$ cat src/design/csr_defs.svh
`ifndef CSR_DEFS_SVH
`define CSR_DEFS_SVH

// datapath and field widths
`define CSR_DW          32
`define CSR_TIMER_W     32
`define CSR_NUM_W       14
`define CSR_HWI_N       8

// only DA set, translation off out of reset
`define CSR_CRMD_RST    9'h008

`endif

$ cat src/design/csr_pkg.sv
`include "csr_defs.svh"

package csr_pkg;

    typedef enum logic [`CSR_NUM_W-1:0]
    {
        CSR_CRMD   = 14'h000,
        CSR_PRMD   = 14'h001,
        CSR_ECFG   = 14'h004,
        CSR_ESTAT  = 14'h005,
        CSR_ERA    = 14'h006,
        CSR_BADV   = 14'h007,
        CSR_EENTRY = 14'h00c,
        CSR_SAVE0  = 14'h030,
        CSR_SAVE1  = 14'h031,
        CSR_SAVE2  = 14'h032,
        CSR_SAVE3  = 14'h033,
        CSR_TID    = 14'h040,
        CSR_TCFG   = 14'h041,
        CSR_TVAL   = 14'h042,
        CSR_TICLR  = 14'h044
    } csr_num_e;

    typedef struct packed
    {
        logic [1:0] rsvd;
        csr_num_e   num;
    } csr_sel_t;

    typedef struct packed
    {
        logic       rsvd;
        logic [8:0] esubcode;
        logic [5:0] ecode;
    } excp_cause_t;

    // csr ops name a register, exception ops carry their cause
    typedef union packed
    {
        csr_sel_t    csr;
        excp_cause_t cause;
    } csr_arg_u;

endpackage

$ cat src/design/excp_pkg.sv
package excp_pkg;

    typedef enum logic [2:0]
    {
        NONE    = 3'd0,
        CSRRD   = 3'd1,
        CSRWR   = 3'd2,
        CSRXCHG = 3'd3,
        ERTN    = 3'd4,
        EXCP    = 3'd5
    } csr_op_e;

    // ESTAT.Ecode values
    localparam logic [5:0] INT = 6'h00;   // interrupt
    localparam logic [5:0] SYS = 6'h0b;   // syscall
    localparam logic [5:0] BRK = 6'h0c;   // break
    localparam logic [5:0] INE = 6'h0d;   // bad instruction

endpackage

$ cat src/design/csr_issue.sv
`include "csr_defs.svh"

module csr_issue
(
    input  logic               clk,
    input  logic               rstn,
    input  logic               op_valid,
    input  excp_pkg::csr_op_e  op,
    input  csr_pkg::csr_arg_u  arg,
    input  logic [`CSR_DW-1:0] pc,
    input  logic               stall,
    input  logic               flush,
    input  logic               int_pending,
    input  logic               crmd_ie,
    input  logic [`CSR_DW-1:0] era,
    input  logic [`CSR_DW-1:0] eentry,
    output logic               st_valid,
    output excp_pkg::csr_op_e  st_op,
    output csr_pkg::csr_arg_u  st_arg,
    output logic [`CSR_DW-1:0] st_pc,
    output logic               redirect,
    output logic [`CSR_DW-1:0] redirect_pc
);
    import excp_pkg::*;
    import csr_pkg::*;

    logic     int_take;
    logic     accept;
    csr_arg_u int_arg;

    // hold off while the previous redirect is still out
    assign int_take = int_pending && crmd_ie && !redirect;

    // an interrupt goes in even under stall or flush
    assign accept = int_take || (op_valid && !stall && !flush);

    always_comb
    begin
        int_arg             = '0;
        int_arg.cause.ecode = INT;
    end

    always_ff @(posedge clk)
    begin
        if (!rstn)
        begin
            st_valid <= 1'b0;
            st_op    <= NONE;
        end
        else if (accept)
        begin
            st_valid <= 1'b1;
            st_op    <= int_take ? EXCP : op;
        end
        else if (flush)
        begin
            st_valid <= 1'b0;
            st_op    <= NONE;
        end
        else
            st_valid <= 1'b0;   // stalled or idle, contents held
    end

    always_ff @(posedge clk)
    begin
        if (accept)
        begin
            st_arg <= int_take ? int_arg : arg;
            st_pc  <= pc;
        end
    end

    // only a plain read leaves the fetch stream alone
    assign redirect = st_valid && st_op != CSRRD && st_op != NONE;

    always_comb
    begin
        case (st_op)
            ERTN:    redirect_pc = era;
            EXCP:    redirect_pc = eentry;
            default: redirect_pc = st_pc + `CSR_DW'd4;
        endcase
    end

endmodule

$ cat src/design/csr_regfile.sv
`include "csr_defs.svh"

module csr_regfile
(
    input  logic                    clk,
    input  logic                    rstn,
    input  excp_pkg::csr_op_e       op,
    input  csr_pkg::csr_arg_u       arg,
    input  logic [`CSR_DW-1:0]      wdata,
    input  logic [`CSR_DW-1:0]      wmask,
    input  logic                    st_valid,
    input  excp_pkg::csr_op_e       st_op,
    input  csr_pkg::csr_arg_u       st_arg,
    input  logic [`CSR_DW-1:0]      st_pc,
    input  logic [`CSR_HWI_N-1:0]   hw_int,
    input  logic                    timer_int,
    input  logic [`CSR_TIMER_W-1:0] tval,
    output logic [`CSR_DW-1:0]      rdata,
    output logic                    int_pending,
    output logic                    crmd_ie,
    output logic [`CSR_DW-1:0]      era,
    output logic [`CSR_DW-1:0]      eentry,
    output logic [8:0]              crmd,
    output logic                    tcfg_we,
    output logic [`CSR_TIMER_W-1:0] tcfg,
    output logic                    ti_clear
);
    import excp_pkg::*;
    import csr_pkg::*;

    logic [2:0]                prmd;
    logic [9:0]                ecfg_lie;   // hw lines over sw bits
    logic                      ecfg_ti;
    logic [1:0]                estat_is;
    logic [5:0]                estat_ecode;
    logic [8:0]                estat_esub;
    logic [`CSR_DW-1:0]        estat;
    logic [`CSR_DW-1:0]        badv;
    logic [`CSR_DW-7:0]        eentry_hi;
    logic [3:0][`CSR_DW-1:0]   save;
    logic [`CSR_DW-1:0]        tid;
    logic [`CSR_DW-1:0]        rd_val;
    logic [`CSR_DW-1:0]        mask;
    logic [`CSR_DW-1:0]        rd_q;
    logic [`CSR_DW-1:0]        wd_q;
    logic [`CSR_DW-1:0]        rd_hold;
    logic                      wr_stage;

    assign crmd_ie = crmd[2];
    assign eentry  = {eentry_hi, 6'b0};
    assign estat   = {1'b0, estat_esub, estat_ecode, 4'b0, timer_int, 1'b0, hw_int, estat_is};

    assign int_pending = |({timer_int, hw_int, estat_is} & {ecfg_ti, ecfg_lie});

    always_comb
    begin
        case (arg.csr.num)
            CSR_CRMD:   rd_val = {23'b0, crmd};
            CSR_PRMD:   rd_val = {29'b0, prmd};
            CSR_ECFG:   rd_val = {20'b0, ecfg_ti, 1'b0, ecfg_lie};
            CSR_ESTAT:  rd_val = estat;
            CSR_ERA:    rd_val = era;
            CSR_BADV:   rd_val = badv;
            CSR_EENTRY: rd_val = eentry;
            CSR_SAVE0:  rd_val = save[0];
            CSR_SAVE1:  rd_val = save[1];
            CSR_SAVE2:  rd_val = save[2];
            CSR_SAVE3:  rd_val = save[3];
            CSR_TID:    rd_val = tid;
            CSR_TCFG:   rd_val = `CSR_DW'(tcfg);
            CSR_TVAL:   rd_val = `CSR_DW'(tval);
            default:    rd_val = '0;   // TICLR reads zero
        endcase
    end

    assign mask = (op == CSRXCHG) ? wmask : '1;

    // sampled each edge, meaningful only in the stage cycle
    always_ff @(posedge clk)
    begin
        rd_q <= rd_val;
        wd_q <= (rd_val & ~mask) | (wdata & mask);
    end

    always_ff @(posedge clk)
    begin
        if (!rstn)
            rd_hold <= '0;
        else if (st_valid)
            rd_hold <= rd_q;
    end

    assign rdata = st_valid ? rd_q : rd_hold;

    assign wr_stage = st_valid && (st_op == CSRWR || st_op == CSRXCHG);
    assign ti_clear = wr_stage && st_arg.csr.num == CSR_TICLR && wd_q[0];

    always_ff @(posedge clk)
    begin
        if (!rstn)
        begin
            crmd        <= `CSR_CRMD_RST;
            prmd        <= '0;
            ecfg_lie    <= '0;
            ecfg_ti     <= 1'b0;
            estat_is    <= '0;
            estat_ecode <= '0;
            estat_esub  <= '0;
            era         <= '0;
            badv        <= '0;
            eentry_hi   <= '0;
            save        <= '0;
            tid         <= '0;
            tcfg        <= '0;
            tcfg_we     <= 1'b0;
        end
        else
        begin
            tcfg_we <= wr_stage && st_arg.csr.num == CSR_TCFG;
            if (st_valid)
            begin
                case (st_op)
                    CSRWR, CSRXCHG:
                    begin
                        case (st_arg.csr.num)
                            CSR_CRMD:   crmd <= wd_q[8:0];
                            CSR_PRMD:   prmd <= wd_q[2:0];
                            CSR_ECFG:
                            begin
                                ecfg_ti  <= wd_q[11];
                                ecfg_lie <= wd_q[9:0];
                            end
                            CSR_ESTAT:  estat_is <= wd_q[1:0];   // sw bits only
                            CSR_ERA:    era <= wd_q;
                            CSR_BADV:   badv <= wd_q;
                            CSR_EENTRY: eentry_hi <= wd_q[`CSR_DW-1:6];
                            CSR_SAVE0:  save[0] <= wd_q;
                            CSR_SAVE1:  save[1] <= wd_q;
                            CSR_SAVE2:  save[2] <= wd_q;
                            CSR_SAVE3:  save[3] <= wd_q;
                            CSR_TID:    tid <= wd_q;
                            CSR_TCFG:   tcfg <= wd_q[`CSR_TIMER_W-1:0];
                            default: ;
                        endcase
                    end
                    ERTN:
                        crmd[2:0] <= prmd;
                    EXCP:
                    begin
                        prmd        <= crmd[2:0];
                        crmd[2:0]   <= 3'b000;   // kernel, interrupts off
                        era         <= st_pc;
                        estat_ecode <= st_arg.cause.ecode;
                        estat_esub  <= st_arg.cause.esubcode;
                    end
                    default: ;
                endcase
            end
        end
    end

endmodule

$ cat src/design/csr_timer.sv
`include "csr_defs.svh"

module csr_timer
(
    input  logic                    clk,
    input  logic                    rstn,
    input  logic                    tcfg_we,
    input  logic [`CSR_TIMER_W-1:0] tcfg,
    input  logic                    ti_clear,
    output logic                    timer_int,
    output logic [`CSR_TIMER_W-1:0] tval
);
    logic                    enable;
    logic                    periodic;
    logic [`CSR_TIMER_W-1:0] init_val;
    logic                    hit;

    assign enable   = tcfg[0];
    assign periodic = tcfg[1];
    assign init_val = {tcfg[`CSR_TIMER_W-1:2], 2'b00};

    // last decrement, tval and the bit land on zero together
    assign hit = enable && !tcfg_we && tval == `CSR_TIMER_W'd1;

    always_ff @(posedge clk)
    begin
        if (!rstn)
        begin
            tval      <= '0;
            timer_int <= 1'b0;
        end
        else
        begin
            if (tcfg_we && enable)
                tval <= init_val;
            else if (enable && tval != '0)
                tval <= tval - 1'b1;
            else if (enable && periodic)
                tval <= init_val;   // periodic wrap, one-shot parks at zero

            if (ti_clear)
                timer_int <= 1'b0;
            else if (hit)
                timer_int <= 1'b1;
        end
    end

endmodule

$ cat src/design/csr_top.sv
`include "csr_defs.svh"

module csr_top
(
    input  logic                  clk,
    input  logic                  rstn,
    input  logic                  op_valid,
    input  excp_pkg::csr_op_e     op,
    input  csr_pkg::csr_arg_u     arg,
    input  logic [`CSR_DW-1:0]    pc,
    input  logic [`CSR_DW-1:0]    wdata,
    input  logic [`CSR_DW-1:0]    wmask,
    input  logic                  stall,
    input  logic                  flush,
    input  logic [`CSR_HWI_N-1:0] hw_int,
    output logic [`CSR_DW-1:0]    rdata,
    output logic                  redirect,
    output logic [`CSR_DW-1:0]    redirect_pc,
    output logic [8:0]            crmd
);
    import excp_pkg::*;
    import csr_pkg::*;

    logic                    st_valid;
    csr_op_e                 st_op;
    csr_arg_u                st_arg;
    logic [`CSR_DW-1:0]      st_pc;
    logic                    int_pending;
    logic                    crmd_ie;
    logic [`CSR_DW-1:0]      era;
    logic [`CSR_DW-1:0]      eentry;
    logic                    tcfg_we;
    logic [`CSR_TIMER_W-1:0] tcfg;
    logic                    ti_clear;
    logic                    timer_int;
    logic [`CSR_TIMER_W-1:0] tval;

    // port names line up across all three blocks
    csr_issue   csr_issue_inst   (.*);
    csr_regfile csr_regfile_inst (.*);
    csr_timer   csr_timer_inst   (.*);

endmodule

$ cat config.mk
export PLATFORM = sky130hd
export DESIGN_NAME = csr_top
export DESIGN_NICKNAME = d
export VERILOG_FILES = /design/src/design/csr_pkg.sv /design/src/design/excp_pkg.sv /design/src/design/csr_issue.sv /design/src/design/csr_regfile.sv /design/src/design/csr_timer.sv /design/src/design/csr_top.sv
export VERILOG_INCLUDE_DIRS = /design/src /design/src/design
export SDC_FILE = /design/constraint.sdc
export NUM_CORES = 1
export LEC_CHECK = 0
export BUFFER_PORTS_ARGS = -buffer_cell sky130_fd_sc_hd__buf_2
export CORE_MARGIN = 2
export CORE_UTILIZATION = 60
export CTS_CLUSTER_SIZE = 30
export DETAILED_ROUTE_END_ITERATION = 16
export GPL_TIMING_DRIVEN = 0
export PLACE_DENSITY_LB_ADDON = 0.05
export SYNTH_ARGS = -nofsm -noshare
export SYNTH_HDL_FRONTEND = slang
export SYNTH_HIERARCHICAL = 1
export SYNTH_SLANG_ARGS = --single-unit
export TNS_END_PERCENT = 50
$ cat constraint.sdc
create_clock -name clk -period 3.9 [get_ports clk]
set_clock_uncertainty 0.2 [all_clocks]
set_input_delay 0.39 -clock clk [delete_from_list [all_inputs] [get_ports clk]]
set_output_delay 0.39 -clock clk [all_outputs]
set_load 0.03 [all_outputs]
==> results.md, run 1 <==
- Hold Crit Class: input port to register
- Core area: roughly 0.041 mm²
- Violated checks: max-capacitance violations, max-slew violations, negative setup slack
- Ys Warns: 6
- Max Cap Viol: 1
- RSZ-0062 raised after global routing: false
- Final worst setup slack: -103.6 ps
- Pin count of the biggest net entering global routing: between 40 and 50
- WL/cell: roughly 28 µm
- Final nets: between 3000 and 4000
- Worst-margin pin slew: approximately 1700 ps
- Die Wd: about 210 µm
- Mapped Area: roughly 0.025 mm²
- CTS root buf: clkbuf_16
- FMAX: 0.2498 GHz
- Starting Density: approximately three fifths
- Final instance count without filler cells: ~3600
- Fin util: 71.76%
- Hold slack: between 50 and 60 ps
- Crit path required time: about 4200 ps
- Vias in the first global route: between 20000 and 25000
- Buffers on Ports: 200
- DRC: 0
- Via density: between 6 and 7
- Worst-path maximum fanout: 10
- DR iter-0 viols: about 3800
- Footprint of the multi-input gates: roughly 0.013 mm²
- Crit start category: input port
- Area of all sequential standard cells: approximately 0.011 mm²
- Critical Path AT: between 4000 and 5000 ps
- Fillcell total: between 3000 and 4000
- Via count: 23950
- CTS tree: built
- Total die area: ~0.042 mm²
- Maximum root-to-sink buffer count: 3
- Num CTS Buffers: 52
- Clock Sinks: 503
- Worst-path clk slew: 60 ps
- Final cycle utilization of the critical path: 102.7%
- First-pass GRT wire length: about 140000 µm
- Initial antenna violation count: 1
- Worst setup path class: input port to register
- Inst Count DP: about 3400
- # rows: 74
- H-tree levels: 2
- Cell area power density: around 390 mW/mm²
- Max Slew Vio Count: 10
- Area growth, synth to finish: 18.76%
- Final ANT Viol Nets: 0
- Top-Level Pins: just over 200
- Crit. End Element: register
- Layout cells sized above 1: ~17%
- Cell count after synthesis: ~2600
- Most frequent cells in the layout: 478 x nand2_1, 456 x dfxtp_1, 255 x buf_2
- Hpwl dp: approximately 73000 µm
- Chip height: roughly 200 µm
- GRT Residual Overflow: 0
- Commonest non-fill, non-tap cell in the layout: nand2_1
- Syn Area/Cell: ~9.3 µm²
- DR pass1 iterations: 11
- Fin. Hold Viols: 0
- Final setup violation count: 2
- Tmin final: between 4000 and 5000 ps
- Routability cong.: around 1.1
- Status: finished, violations left
- Post-Route WL: roughly 100000 µm
- Leak: 10.93 nW
- Tot GR Track Use: roughly 46%
- Clock Latency Late Sink: ~620 ps
- Worst VDD drop: ~0.42 mV
- Worst slew margin: -10.35%
-- state kept, by name (all words and copies together), names as in the netlist, 2 cells and up --
name                          cells
csr_issue_inst/st_op              3
csr_regfile_inst/rd_hold         32
csr_regfile_inst/estat_esub       9
csr_regfile_inst/tid             32
csr_regfile_inst/eentry_hi       26
csr_timer_inst/tval              32
csr_regfile_inst/rd_q            32
csr_regfile_inst/ecfg_lie        10
csr_regfile_inst/crmd             9
csr_regfile_inst/prmd             3
csr_regfile_inst/tcfg            32
csr_regfile_inst/badv            32
csr_regfile_inst/estat_ecode      6
csr_regfile_inst/estat_is         2
csr_regfile_inst/save           128
csr_regfile_inst/era             32
csr_regfile_inst/wd_q            32
csr_issue_inst/st_pc             32
csr_issue_inst/st_arg            15
-- worst max-delay path: stages --
cell and delay, ps:
buf_2 130, buf_2 260, buf_6 230, buf_2 430, buf_2 620, mux2i_1 400
nor3_1 80, o21ai_0 630, nand4_1 250, mux2_2 310, dlygate4sd3_1 540
-- area by class of cell --
type	count	share of cell area (%)
Multi-Input combinational cell	1906	44.01
Sequential cell	503	36.22
Timing Repair Buffer	319	7.507
Clock buffer	78	5.293
Buffer	219	3.874
Tap cell	532	2.287
Clock inverter	17	0.5847
Inverter	16	0.2064
Antenna cell	2	0.01720
-- worst paths after layout --
kind                                           from  slack (ps)                                endpoint  depth (start not counted)
max                                          arg[1]        -100       csr_regfile_inst/wd_q[14]$_DFF_P_                         11
min                                           flush          60    csr_issue_inst/st_op[2]$_SDFFE_PN0P_                          4
max reg2reg      csr_issue_inst/st_valid$_SDFF_PN0_         300   csr_regfile_inst/era[26]$_SDFFE_PN0P_                          6
min reg2reg  csr_regfile_inst/save[63]$_SDFFE_PN0P_         260  csr_regfile_inst/save[63]$_SDFFE_PN0P_                          2
-- per-layer routing --
| metal | vias to the layer above | GRT usage, % | wire length [µm] |
|---|---|---|---|
| li1 | 10250 | - | - |
| met1 | 11370 | 58.10 | 36130 |
| met2 | 1858 | 70.28 | 42940 |
| met3 | 475 | 13.06 | 13570 |
| met4 | 2 | 30.03 | 7388 |
| met5 | - | 0 | 19 |
-- what timing repair did --
action                                  4_1_cts  5_1_grt
hold endpoints to repair                     76        0
hold buffers                                116        0
cloned                                        0        0
endpoints found under the setup margin        2       10
gates resized for setup                       0        5
setup buffers                                 1        1
-- power breakdown --
group	total (mW)	switching (mW)	internal [mW]
logic	0.782	0.495	0.286
registers	5.34	0.0796	5.26
clock network	5.10	2.18	2.92
-- through the flow --
stage | setup TNS, ps | power (mW) | cell area (µm²) | worst slack, ps
after floorplan | 0 | 5.745 | 24520 | 994.0
after global placement | -24.00 | 6.072 | 26190 | -24.00
after detailed placement | -48.80 | 6.080 | 26200 | -48.80
after CTS | 0 | 11.14 | 29080 | 47.41
after global routing | 0 | 11.41 | 29100 | 4.338
final | -136.1 | 11.22 | 29100 | -103.6
Power figures use the tool's default switching activity.
==> run 2: changes to the inputs <==
--- a/config.mk
+++ b/config.mk
@@ -7,12 +7,14 @@
 export NUM_CORES = 1
 export LEC_CHECK = 0
 export BUFFER_PORTS_ARGS = -buffer_cell sky130_fd_sc_hd__buf_2
+export CAP_MARGIN = 15
 export CORE_MARGIN = 2
 export CORE_UTILIZATION = 60
 export CTS_CLUSTER_SIZE = 30
 export DETAILED_ROUTE_END_ITERATION = 16
 export GPL_TIMING_DRIVEN = 0
 export PLACE_DENSITY_LB_ADDON = 0.05
+export SKIP_CTS_REPAIR_TIMING = 1
 export SYNTH_ARGS = -nofsm -noshare
 export SYNTH_HDL_FRONTEND = slang
 export SYNTH_HIERARCHICAL = 1
==> results.md, run 2 (same netlist as run 1, synthesis figures left out) <==
- Status: finished, violations left
- Violated checks: negative hold slack, negative setup slack
- Starting Density: just over 60%
- DRC: 0
- Via count: ~24000
- Power share of the clock group: between 40% and 50%
- Core area: 0.04055 mm²
- Clock Sinks: 503
- Worst-margin pin slew: ~1200 ps
- Worst slew margin: about 17%
- H-tree levels: 2
- Slowest stage cell, crit path: o21ai_0
- GRT Residual Overflow: 0
- Tot GR Track Use: 45.17%
- Reg2reg end: csr_regfile_inst/era[4]$_SDFFE_PN0P_
- Cell area power density: about 380 mW/mm²
- Inst Count DP: between 3000 and 4000
- Final nets: 3151
- Top-Level Pins: 202
- Critical Path AT: about 4200 ps
- Commonest non-fill, non-tap cell in the layout: nand2_1
- Clock Latency Late Sink: 620 ps
- Part of the power in combinational logic: under 10%
- Hold Crit Class: input port to register
- Hold depth: 3
- Worst path bufs/invs: 6
- WHS Endpoint: csr_regfile_inst/wd_q[11]$_DFF_P_
- # rows: 74
- Most frequent cells in the layout: 478 x nand2_1, 456 x dfxtp_1, 256 x buf_2
- Area growth, synth to finish: 18.55%
- Die Wd: roughly 200 µm
- Leak: roughly 11 nW
- CTS tree: built
- DR iter-0 viols: ~3600
- Worst R2R Path Depth: 6
- Net Sw Frac: ~24%
- Top cell by count, worst path: buf_2
- HP Start: wmask[11]
- Hold slack: -37.77 ps
- Initial antenna violation count: 5
- Worst VDD drop: 0.3997 mV
- Final instance count without filler cells: about 3600
- Tmin final: 3946 ps
- Buffers on Ports: 200
- Max Slew Vio Count: 0
- RR Startpoint: csr_issue_inst/st_valid$_SDFF_PN0_
- Worst setup path class: input port to register
- Cell internal pwr: 8.394 mW
- Final setup violation count: 1
- WL/cell: 27.73 µm
- First-pass GRT wire length: approximately 140000 µm
- Top delay family on crit path: buffers and inverters
- Layout cells sized above 1: between 15 and 20%
- Total die area: 0.04247 mm²
- Crit start category: input port
- Worst path cell trace: buf_2 -> buf_2 -> buf_6 -> buf_2 -> buf_2 -> mux2i_1 -> nor3_1 -> o21ai_0 -> nand4_1 -> mux2_2 -> dlygate4sd3_1
- Via density: about 6.6
- Routability cong.: 1.073
- Chip height: 206.1 µm
- Largest Register: csr_regfile_inst/save
- Worst-path maximum fanout: 10
- DR pass1 iterations: 9
- Final cycle utilization of the critical path: 101.2%
- Fillcell total: slightly above 3000
- Fin. Hold Viols: 3
- Footprint of the multi-input gates: roughly 0.013 mm²
- Max FFs per register: 128
- Pre-CTS setup slack: -43.69 ps
- Max Cap Viol: 0
- CTS root buf: clkbuf_16
- Final ANT Viol Nets: 0
- Vias in the first global route: approximately 22000
- R2r setup slk: roughly 310 ps
- Final setup TNS: -45.51 ps
- Area of all sequential standard cells: roughly 0.011 mm²
- FMAX: roughly 0.25 GHz
- Switching power: between 2 and 3 mW
- Crit. End Element: register
- Num CTS Buffers: 52
- Crit path required time: 4200 ps
- Pin count of the biggest net entering global routing: ~50
- Hpwl dp: 72500 µm
- Sequential power share: between 40% and 50%
- Maximum root-to-sink buffer count: 3
- Crit path largest cell delay: slightly above 600 ps
- Worst-path clk slew: ~60 ps
- Post-Route WL: 99480 µm
- Final worst setup slack: -45.51 ps
-- run 2: cell count changes in the layout (fill, tap and decap cells not counted), sizes merged --
cell / change
clkbuf: +1
inv: -1
diode: -1
bufinv: -1
clkinv: -2
dlygate4sd3: -4
buf: +4
-- run 2: metrics by stage --
stage / cell area [µm²] / util [%] / power (mW)
floorplan: 24520 / - / 5.745
global placement: 26190 / 64.58 / 6.072
detailed placement: 26210 / 64.63 / 6.080
CTS: 27880 / 68.75 / 10.95
global route: 29050 / 71.63 / 11.31
finish: 29050 / 71.64 / 11.09
-- run 2: worst reg2reg max path, cell delays in order (launching register included) --
cell and delay, ps:
dfxtp_1 320, clkbuf_1 690, nand2_1 390, a22oi_1 940, clkbuf_1 600, nand3_1 160
o211a_1 170
-- run 2: layout make-up --
class	count	area share, %
inverters	16	0.2067
well taps	532	2.291
clock inverters	13	0.4264
plain buffers	219	3.876
repair buffers	319	7.533
diodes	1	0.008614
clock buffers	79	5.319
multi-input cells	1906	44.06
flip-flops and latches	503	36.28
-- run 2: per-layer routing --
layer  global-route usage (%)  wire (µm)
met5                        0         17
met4                    26.99       7462
met3                    12.58      13530
met2                    67.88      42190
met1                    57.86      36290
-- run 2: power groups by stage --
stage               clock network (mW)  registers, mW  logic, mW
finish                            4.98           5.33      0.783
global route                      5.19           5.33      0.798
CTS                               4.98           5.33      0.642
detailed placement                   0           5.44      0.639
global placement                     0           5.44      0.633
floorplan                            0           5.40      0.343
-- run 2: how the worst max path moves through the flow --
stage	startpoint	to	slack, ps	cells after the start
after global placement	arg[0]	csr_regfile_inst/rd_q[11]$_DFF_P_	-20	8
final	arg[1]	csr_regfile_inst/wd_q[14]$_DFF_P_	-50	11
after floorplan	csr_issue_inst/st_pc[2]$_DFFE_PP_	redirect_pc[20]	990	6
after global routing	arg[1]	csr_regfile_inst/wd_q[14]$_DFF_P_	-0.4	11
after CTS	csr_issue_inst/st_pc[2]$_DFFE_PP_	redirect_pc[20]	-80	7
after detailed placement	arg[0]	csr_regfile_inst/rd_q[11]$_DFF_P_	-40	8
